$ cat src/assoc_lookup_pkg.sv
`default_nettype none

package assoc_lookup_pkg;

	localparam int WAYS = 8;
	localparam int WAY_W = $clog2(WAYS);
	localparam int TAG_W = 12;
	localparam int LRU_W = WAYS - 1;            // One bit per inner tree node.
	localparam int NODE_W = $clog2(LRU_W);

	localparam int REQ_DEPTH = 4;
	localparam int REQ_PTR_W = $clog2(REQ_DEPTH);
	localparam int REQ_CNT_W = $clog2(REQ_DEPTH + 1);

	localparam int RSP_CREDITS = 2;
	localparam int RSP_CNT_W = $clog2(RSP_CREDITS + 1);

	typedef logic [TAG_W-1:0] tag_t;
	typedef logic [WAY_W-1:0] way_t;
	typedef logic [WAYS-1:0] way_mask_t;
	typedef logic [LRU_W-1:0] lru_bits_t;
	typedef logic [NODE_W-1:0] node_t;
	typedef logic [REQ_PTR_W-1:0] req_ptr_t;
	typedef logic [REQ_CNT_W-1:0] req_cnt_t;
	typedef logic [RSP_CNT_W-1:0] rsp_cnt_t;

	// Nodes from here up sit above the way pairs.
	localparam node_t LEAF_BASE = node_t'(LRU_W / 2);

	typedef enum logic [1:0] {
		idle,
		lookup,
		victim_wait,
		respond
	} seq_state_t;

	typedef enum logic {
		walk_idle,
		walking
	} plru_state_t;

endpackage : assoc_lookup_pkg

`default_nettype wire
$ cat src/assoc_lookup_top.sv
`timescale 1ns/100ps
`default_nettype none

module assoc_lookup_top (
	input  logic                   clk,
	input  logic                   rst,
	input  logic                   req_valid,
	input  assoc_lookup_pkg::tag_t req_tag,
	output logic                   req_credit,
	output logic                   rsp_valid,
	output logic                   rsp_hit,
	output assoc_lookup_pkg::way_t rsp_way,
	output assoc_lookup_pkg::tag_t rsp_tag,
	input  logic                   rsp_credit
);

	logic q_valid;
	logic q_pop;
	assoc_lookup_pkg::tag_t q_tag;
	assoc_lookup_pkg::tag_t lookup_tag;
	logic hit;
	assoc_lookup_pkg::way_t hit_way;
	logic fill;
	assoc_lookup_pkg::way_t fill_way;
	logic touch;
	assoc_lookup_pkg::way_t touch_way;
	logic find;
	logic victim_valid;
	assoc_lookup_pkg::way_t victim_way;
	logic out_valid;
	logic out_ready;
	logic out_hit;
	assoc_lookup_pkg::way_t out_way;
	assoc_lookup_pkg::tag_t out_tag;

	lookup_request_queue u_queue (
		.clk        (clk),
		.rst        (rst),
		.req_valid  (req_valid),
		.req_tag    (req_tag),
		.q_pop      (q_pop),
		.q_valid    (q_valid),
		.q_tag      (q_tag),
		.req_credit (req_credit)
	);

	lookup_sequencer u_seq (
		.clk          (clk),
		.rst          (rst),
		.q_valid      (q_valid),
		.q_tag        (q_tag),
		.q_pop        (q_pop),
		.lookup_tag   (lookup_tag),
		.hit          (hit),
		.hit_way      (hit_way),
		.fill         (fill),
		.fill_way     (fill_way),
		.touch        (touch),
		.touch_way    (touch_way),
		.find         (find),
		.victim_valid (victim_valid),
		.victim_way   (victim_way),
		.out_valid    (out_valid),
		.out_ready    (out_ready),
		.out_hit      (out_hit),
		.out_way      (out_way),
		.out_tag      (out_tag)
	);

	tag_store u_tags (
		.clk        (clk),
		.rst        (rst),
		.lookup_tag (lookup_tag),
		.hit        (hit),
		.hit_way    (hit_way),
		.fill       (fill),
		.fill_way   (fill_way),
		.fill_tag   (lookup_tag)   // Miss fills the tag being looked up.
	);

	pseudo_lru u_plru (
		.clk          (clk),
		.rst          (rst),
		.touch        (touch),
		.touch_way    (touch_way),
		.find         (find),
		.victim_valid (victim_valid),
		.victim_way   (victim_way)
	);

	response_output u_out (
		.clk        (clk),
		.rst        (rst),
		.out_valid  (out_valid),
		.out_hit    (out_hit),
		.out_way    (out_way),
		.out_tag    (out_tag),
		.out_ready  (out_ready),
		.rsp_valid  (rsp_valid),
		.rsp_hit    (rsp_hit),
		.rsp_way    (rsp_way),
		.rsp_tag    (rsp_tag),
		.rsp_credit (rsp_credit)
	);

endmodule : assoc_lookup_top

`default_nettype wire

$ cat src/response_output.sv
`timescale 1ns/100ps
`default_nettype none

module response_output (
	input  logic                   clk,
	input  logic                   rst,
	input  logic                   out_valid,
	input  logic                   out_hit,
	input  assoc_lookup_pkg::way_t out_way,
	input  assoc_lookup_pkg::tag_t out_tag,
	output logic                   out_ready,
	output logic                   rsp_valid,
	output logic                   rsp_hit,
	output assoc_lookup_pkg::way_t rsp_way,
	output assoc_lookup_pkg::tag_t rsp_tag,
	input  logic                   rsp_credit
);

	assoc_lookup_pkg::rsp_cnt_t credits;
	logic xfer;

	// Register is busy while rsp_valid is up.
	assign out_ready = (credits != '0) && !rsp_valid;
	assign xfer = out_valid && out_ready;

	always_ff @(posedge clk) begin
		if (rst) begin
			credits <= assoc_lookup_pkg::rsp_cnt_t'(assoc_lookup_pkg::RSP_CREDITS);
			rsp_valid <= 1'b0;
		end else begin
			rsp_valid <= xfer;
			case ({xfer, rsp_credit})
				2'b10: credits <= credits - 1'b1;
				2'b01: credits <= credits + 1'b1;
				default: credits <= credits;   // Both or neither.
			endcase
		end
	end

	always_ff @(posedge clk) begin
		if (xfer) begin
			rsp_hit <= out_hit;
			rsp_way <= out_way;
			rsp_tag <= out_tag;
		end
	end

endmodule : response_output

`default_nettype wire

$ cat src/lookup_sequencer.sv
`timescale 1ns/100ps
`default_nettype none

module lookup_sequencer (
	input  logic                   clk,
	input  logic                   rst,
	input  logic                   q_valid,
	input  assoc_lookup_pkg::tag_t q_tag,
	output logic                   q_pop,
	output assoc_lookup_pkg::tag_t lookup_tag,
	input  logic                   hit,
	input  assoc_lookup_pkg::way_t hit_way,
	output logic                   fill,
	output assoc_lookup_pkg::way_t fill_way,
	output logic                   touch,
	output assoc_lookup_pkg::way_t touch_way,
	output logic                   find,
	input  logic                   victim_valid,
	input  assoc_lookup_pkg::way_t victim_way,
	output logic                   out_valid,
	input  logic                   out_ready,
	output logic                   out_hit,
	output assoc_lookup_pkg::way_t out_way,
	output assoc_lookup_pkg::tag_t out_tag
);

	assoc_lookup_pkg::seq_state_t state;
	assoc_lookup_pkg::tag_t cur_tag;
	logic lookup_hit;

	assign lookup_hit = (state == assoc_lookup_pkg::lookup) && hit;

	assign q_pop = (state == assoc_lookup_pkg::idle) && q_valid;
	assign lookup_tag = cur_tag;
	assign out_tag = cur_tag;
	assign out_valid = (state == assoc_lookup_pkg::respond);
	assign find = (state == assoc_lookup_pkg::lookup) && !hit;      // Start the walk.
	assign fill = (state == assoc_lookup_pkg::victim_wait) && victim_valid;
	assign fill_way = victim_way;
	assign touch = lookup_hit || fill;
	assign touch_way = lookup_hit ? hit_way : victim_way;

	always_ff @(posedge clk) begin
		if (rst) begin
			state <= assoc_lookup_pkg::idle;
		end else begin
			case (state)
				assoc_lookup_pkg::idle:
					if (q_valid) state <= assoc_lookup_pkg::lookup;
				assoc_lookup_pkg::lookup:
					state <= hit ? assoc_lookup_pkg::respond : assoc_lookup_pkg::victim_wait;
				assoc_lookup_pkg::victim_wait:
					if (victim_valid) state <= assoc_lookup_pkg::respond;
				assoc_lookup_pkg::respond:
					if (out_ready) state <= assoc_lookup_pkg::idle;   // Handed over.
				default: state <= assoc_lookup_pkg::idle;
			endcase
		end
	end

	always_ff @(posedge clk) begin
		if (q_pop) begin
			cur_tag <= q_tag;
		end
		if (lookup_hit) begin
			out_hit <= 1'b1;
			out_way <= hit_way;
		end else if (fill) begin
			out_hit <= 1'b0;
			out_way <= victim_way;                // Way just filled.
		end
	end

endmodule : lookup_sequencer

`default_nettype wire

$ cat src/pseudo_lru.sv
`timescale 1ns/100ps
`default_nettype none

module pseudo_lru (
	input  logic                   clk,
	input  logic                   rst,
	input  logic                   touch,
	input  assoc_lookup_pkg::way_t touch_way,
	input  logic                   find,
	output logic                   victim_valid,
	output assoc_lookup_pkg::way_t victim_way
);

	assoc_lookup_pkg::lru_bits_t lru_bits;
	assoc_lookup_pkg::lru_bits_t lru_next;
	assoc_lookup_pkg::plru_state_t state;
	assoc_lookup_pkg::node_t node;
	assoc_lookup_pkg::node_t node_next;
	assoc_lookup_pkg::node_t leaf_ofs;
	logic at_leaf;

	// Every node on the touched path points away from that way.
	always_comb begin
		lru_next = lru_bits;
		if (touch) begin
			for (int lvl = 0; lvl < assoc_lookup_pkg::WAY_W; lvl++) begin
				lru_next[(2 ** lvl - 1) + (touch_way >> (assoc_lookup_pkg::WAY_W - lvl))] =
					~touch_way[assoc_lookup_pkg::WAY_W - 1 - lvl];
			end
		end
	end

	always_ff @(posedge clk) begin
		if (rst) begin
			lru_bits <= '0;
		end else begin
			lru_bits <= lru_next;
		end
	end

	assign at_leaf = (node >= assoc_lookup_pkg::LEAF_BASE);
	assign leaf_ofs = node - assoc_lookup_pkg::LEAF_BASE;   // Way pair index.

	// Child 2i+1 on a 0 bit, 2i+2 on a 1 bit.
	assign node_next = (node << 1) + assoc_lookup_pkg::node_t'(1) +
		assoc_lookup_pkg::node_t'(lru_bits[node]);

	// One tree level per cycle.
	always_ff @(posedge clk) begin
		if (rst) begin
			state <= assoc_lookup_pkg::walk_idle;
			node <= '0;
			victim_valid <= 1'b0;
		end else begin
			victim_valid <= 1'b0;
			case (state)
				assoc_lookup_pkg::walk_idle: begin
					if (find) begin
						node <= assoc_lookup_pkg::node_t'(1) +
							assoc_lookup_pkg::node_t'(lru_bits[0]); // Root step.
						state <= assoc_lookup_pkg::walking;
					end
				end
				assoc_lookup_pkg::walking: begin
					if (at_leaf) begin
						victim_valid <= 1'b1;
						state <= assoc_lookup_pkg::walk_idle;
					end else begin
						node <= node_next;
					end
				end
				default: state <= assoc_lookup_pkg::walk_idle;
			endcase
		end
	end

	always_ff @(posedge clk) begin
		if (state == assoc_lookup_pkg::walking && at_leaf) begin
			victim_way <= {leaf_ofs[assoc_lookup_pkg::WAY_W-2:0], lru_bits[node]};
		end
	end

endmodule : pseudo_lru

`default_nettype wire

$ cat src/tag_store.sv
`timescale 1ns/100ps
`default_nettype none

module tag_store (
	input  logic                   clk,
	input  logic                   rst,
	input  assoc_lookup_pkg::tag_t lookup_tag,
	output logic                   hit,
	output assoc_lookup_pkg::way_t hit_way,
	input  logic                   fill,
	input  assoc_lookup_pkg::way_t fill_way,
	input  assoc_lookup_pkg::tag_t fill_tag
);

	assoc_lookup_pkg::tag_t tags [assoc_lookup_pkg::WAYS];
	assoc_lookup_pkg::way_mask_t valid;
	assoc_lookup_pkg::way_mask_t match;

	always_ff @(posedge clk) begin
		if (fill) begin
			tags[fill_way] <= fill_tag;
		end
	end

	always_ff @(posedge clk) begin
		if (rst) begin
			valid <= '0;                 // All ways empty.
		end else if (fill) begin
			valid[fill_way] <= 1'b1;
		end
	end

	// Compare every way at once.
	always_comb begin
		for (int i = 0; i < assoc_lookup_pkg::WAYS; i++) begin
			match[i] = valid[i] && (tags[i] == lookup_tag);
		end
	end

	assign hit = |match;

	always_comb begin
		hit_way = '0;
		for (int i = assoc_lookup_pkg::WAYS - 1; i >= 0; i--) begin
			if (match[i]) begin
				hit_way = assoc_lookup_pkg::way_t'(i); // Lowest way wins.
			end
		end
	end

endmodule : tag_store

`default_nettype wire

$ cat src/lookup_request_queue.sv
`timescale 1ns/100ps
`default_nettype none

module lookup_request_queue (
	input  logic                   clk,
	input  logic                   rst,
	input  logic                   req_valid,
	input  assoc_lookup_pkg::tag_t req_tag,
	input  logic                   q_pop,
	output logic                   q_valid,
	output assoc_lookup_pkg::tag_t q_tag,
	output logic                   req_credit
);

	assoc_lookup_pkg::tag_t mem [assoc_lookup_pkg::REQ_DEPTH];
	assoc_lookup_pkg::req_ptr_t wr_ptr;
	assoc_lookup_pkg::req_ptr_t rd_ptr;
	assoc_lookup_pkg::req_cnt_t count;
	logic full;
	logic push;
	logic pop;

	assign full = (count == assoc_lookup_pkg::req_cnt_t'(assoc_lookup_pkg::REQ_DEPTH));
	assign push = req_valid && !full;   // Overrun is dropped.
	assign pop = q_pop && q_valid;

	assign q_valid = (count != '0);
	assign q_tag = mem[rd_ptr];         // Head of queue.

	always_ff @(posedge clk) begin
		if (push) begin
			mem[wr_ptr] <= req_tag;
		end
	end

	always_ff @(posedge clk) begin
		if (rst) begin
			wr_ptr <= '0;
			rd_ptr <= '0;
			count <= '0;
			req_credit <= 1'b0;
		end else begin
			if (push) begin
				wr_ptr <= wr_ptr + 1'b1; // Depth is a power of two.
			end
			if (pop) begin
				rd_ptr <= rd_ptr + 1'b1;
			end
			case ({push, pop})
				2'b10: count <= count + 1'b1;
				2'b01: count <= count - 1'b1;
				default: count <= count;
			endcase
			req_credit <= pop;           // One credit back per entry freed.
		end
	end

endmodule : lookup_request_queue

`default_nettype wire

$ cat config.mk
export PLATFORM = sky130hd
export DESIGN_NAME = assoc_lookup_top
export DESIGN_NICKNAME = d
export VERILOG_FILES = /design/src/assoc_lookup_pkg.sv /design/src/assoc_lookup_top.sv /design/src/response_output.sv /design/src/lookup_sequencer.sv /design/src/pseudo_lru.sv /design/src/tag_store.sv /design/src/lookup_request_queue.sv
export SDC_FILE = /design/constraint.sdc
export NUM_CORES = 1
export LEC_CHECK = 0
export ABC_CLOCK_PERIOD_IN_PS = 8990
export BUFFER_PORTS_ARGS = -buffer_cell sky130_fd_sc_hd__clkbuf_2
export CAP_MARGIN = 10
export CORE_ASPECT_RATIO = 2
export CORE_MARGIN = 2
export CORE_UTILIZATION = 40
export DETAILED_ROUTE_END_ITERATION = 7
export MAX_ROUTING_LAYER = met4
export PLACE_DENSITY = 0.53
export SLEW_MARGIN = 25
export SYNTH_ARGS = -nofsm -noshare
export SYNTH_HDL_FRONTEND = slang
export SYNTH_SLANG_ARGS = --single-unit
export TNS_END_PERCENT = 50
$ cat constraint.sdc
create_clock -name clk -period 8.99 [get_ports clk]
set_clock_uncertainty 0.15 [all_clocks]
set_input_delay 1.798 -clock clk [delete_from_list [all_inputs] [get_ports clk]]
set_output_delay 1.798 -clock clk [all_outputs]
set_load 0.005 [all_outputs]
==> metrics.md <==
| Metric | Value |
|---|---|
| RSZ-0062 raised after global routing | no |
| Clock Path Buffers | 3 |
| Antenna diodes | 0 |
| Clk Latency, worst-skew pair | 0.50 ns |
| CP Capture Type | flip-flop |
| Via count | 4527 |
| DP Area | 9275 um^2 |
| Starting Density | 40.40% |
| Drt total wl | 17.56 mm |
| RePlAce Congestion | 0.7670 |
| Postcts setup bufs | 0 |
| Most common cell after layout, fill and taps aside | edfxtp_1 |
| Dominant cells by area after synthesis | edfxtp_1 (60%), xnor2_1 (9.6%), dfxtp_1 (7.7%), mux4_2 (3.3%), ha_1 (2.7%) |
| EDFF count, synth | 178 |
| Final antenna-violating net count | 0 |
| Yosys top cell area share | 60.24% |
| Final HPWL DP | 11.80 mm |
| Clock Pin Slew Worst Setup and Hold Paths | 0.07 ns |
| Syn Std Cell Area | 8874 um^2 |
| Num CTS Buffers | 19 |
| Core ar. | 21970 um^2 |
| Period utilization | 41.68% |
| Top_reg_cell synth | edfxtp_1 |
| Crit-path max FO | 17 |
| Count of different cell masters after synthesis | 57 |
| Largest net degree at the start of global routing | 36 |
| Area leader, netlist | edfxtp_1 |
| Slew headroom | 37.77% |
| Clk root buf | clkbuf_16 |
| Drt first pass iters | 6 |
| CTS tree | built |
| Max-slew violations | 0 |
| Pwr/cell area | 288.6 nW/um^2 |
| Vias in the first global route | 4659 |
| CP required | 9.24 ns |
| Wirelength per Cell | 19.57 um |
| Rows | 77 |
| # setup viols final | 0 |
| Max VDD drop | 0.0002100 V |
| Area delta synth->final | 11.66% |
| Global-route usage over all layers | 16.13% |
| Buffers added on ports | 33 |
| GRT overflow | 0 |
| Sequential area share after synthesis | 67.91% |
| Hold_buf cts | 0 |
| WS Path Type | reg2reg |
| Setup tns final | 0 ns |
| Critical Path Start Type | flip-flop |
| Antenna violations before repair | 0 |
| Commonest non-fill, non-tap cells in the layout | edfxtp_1 (178), xnor2_1 (97), dfxtp_1 (34), clkbuf_2 (33), nor2_1 (31) |
| CTS resizes | 0 |
| First-pass GRT wire length | 27.31 mm |
| Number of vias per cell | 5.047 |
| Share of cells above drive strength 1 | 18.68% |
| Fin area | 9908 um^2 |
| Mean Syn Cell Area | 15.79 um^2 |
| Die ar. | 23460 um^2 |
| Outcome | finished clean |
| Asr flop ratio synth | 0% |
| Synthesized net count | 598 |
| Worst-margin pin slew | 0.9321 ns |
| Synth Instances | 562 |
| YS warnings | 0 |
| Clock sinks | 212 |
| WP data arrival | 4.00 ns |
| FMAX | 266.8 MHz |
| Hold Fails Final Rpt | 0 |
| Leakage | 3.233 nW |
| Nets | 645 |
| Max Cap Viol | 0 |
| Hold WC Path Type | reg2reg |
| H-tree levels | 1 |
| DR iter-0 viols | 211 |
| # IOs | 34 |
| Register bit total from synthesis | 212 |
| Die H | 214.6 um |
| Die width | 109.3 um |
| Number of remaining DRC errors | 0 |
| Clock period minus worst slack | 3.747 ns |
critical path, stage by stage, from the launching register on:
cell and delay (ns):
edfxtp_1 0.83, xnor2_1 0.19, nand3_1 0.11, nor4_1 0.80, nor2_1 0.21, a21oi_1 0.29
o2bb2ai_4 0.15, ha_1 0.32, nand4_1 0.13, nand3b_1 0.23, a311oi_2 0.25
cell usage after synthesis (3+ instances only):
cell and number:
a21bo_2 4, a21oi_1 10, and2_1 4, buf_6 13
clkbuf_1 4, dfxtp_1 34, edfxtp_1 178, ha_1 19
inv_1 15, mux2i_1 8, mux4_2 13, nand2_1 24
nand2b_1 6, nand3_1 10, nand4_1 20, nor2_1 36
nor2b_1 4, nor3_1 5, nor4_1 5, o21ai_0 3
o21ba_2 3, or4_1 3, xnor2_1 97, xor2_1 6
final timing paths:
path | startpoint | endpoint | slack, ns | depth (start not counted)
min reg2reg | u_seq.out_way[2]$_DFFE_PP_ | u_out.rsp_way[2]$_DFFE_PP_ | 0.27 | 0
max | u_seq.lookup_tag[7]$_DFFE_PP_ | u_plru.lru_bits[0]$_SDFFE_PP0P_ | 5.24 | 10
min | u_seq.out_way[2]$_DFFE_PP_ | u_out.rsp_way[2]$_DFFE_PP_ | 0.27 | 0
max reg2reg | u_seq.lookup_tag[7]$_DFFE_PP_ | u_plru.lru_bits[0]$_SDFFE_PP0P_ | 5.24 | 10
kinds of logic after synthesis:
logic type / share of synthesized area, %
xor+xnor: 10.35
buf+inv: 3.130
flops: 67.91
simple gates: 7.798
mux: 4.329
fa+ha+maj: 2.905
compound gates: 3.582
cell type report:
| type | count | area (um^2) |
|---|---|---|
| well taps | 276 | 345.3 |
| clock inverters | 7 | 106.4 |
| flip-flops and latches | 212 | 6026 |
| inverters | 15 | 56.30 |
| multi-input cells | 314 | 2582 |
| clock buffers | 26 | 521.8 |
| repair buffers | 47 | 270.3 |
| fillers | 1977 | 12060 |
report_power, final:
group | leakage [nW] | internal [mW] | switching [mW]
sequential | 1.89 | 1.25 | 0.0838
clock | 0.305 | 0.492 | 0.348
combinational | 1.04 | 0.284 | 0.406
through the flow:
stage          instances  worst slack [ns]  hold slack [ns]  utilization [%]  power [mW]
2_1_floorplan        562             5.603           0.2503                -       1.865
3_3_place_gp         864             5.320           0.2532            42.19       2.047
3_5_place_dp         864             5.204           0.2554            42.22       2.066
4_1_cts              897             5.203           0.2707            45.08       2.910
5_1_grt              897             5.050           0.2767            45.11       3.003
6_report             897             5.243           0.2700            45.11       2.859
sequential cells by signal, summed over array words and instances, names as in the netlist:
register             cells
u_out.rsp_way            3
u_out.rsp_hit            1
u_queue.count            3
u_plru.victim_valid      1
u_plru.lru_bits          7
u_queue.req_credit       1
u_plru.victim_way        3
u_out.rsp_valid          1
u_out.rsp_tag           12
u_tags.tags             96
u_queue.wr_ptr           2
u_out.credits            2
u_seq.out_hit            1
u_plru.node              3
u_seq.state              2
u_tags.valid             8
u_queue.rd_ptr           2
u_plru.state             1
u_queue.mem             48
u_seq.lookup_tag        12
u_seq.out_way            3
layer usage:
layer	up-vias	routed length [um]	track usage, %
met3	25	418	1.945
li1	2133	-	-
met5	-	0	-
met1	2315	6643	17.08
met4	0	398	5.105
met2	54	10100	30.14
Note: power is estimated with default switching activity, not from simulation.
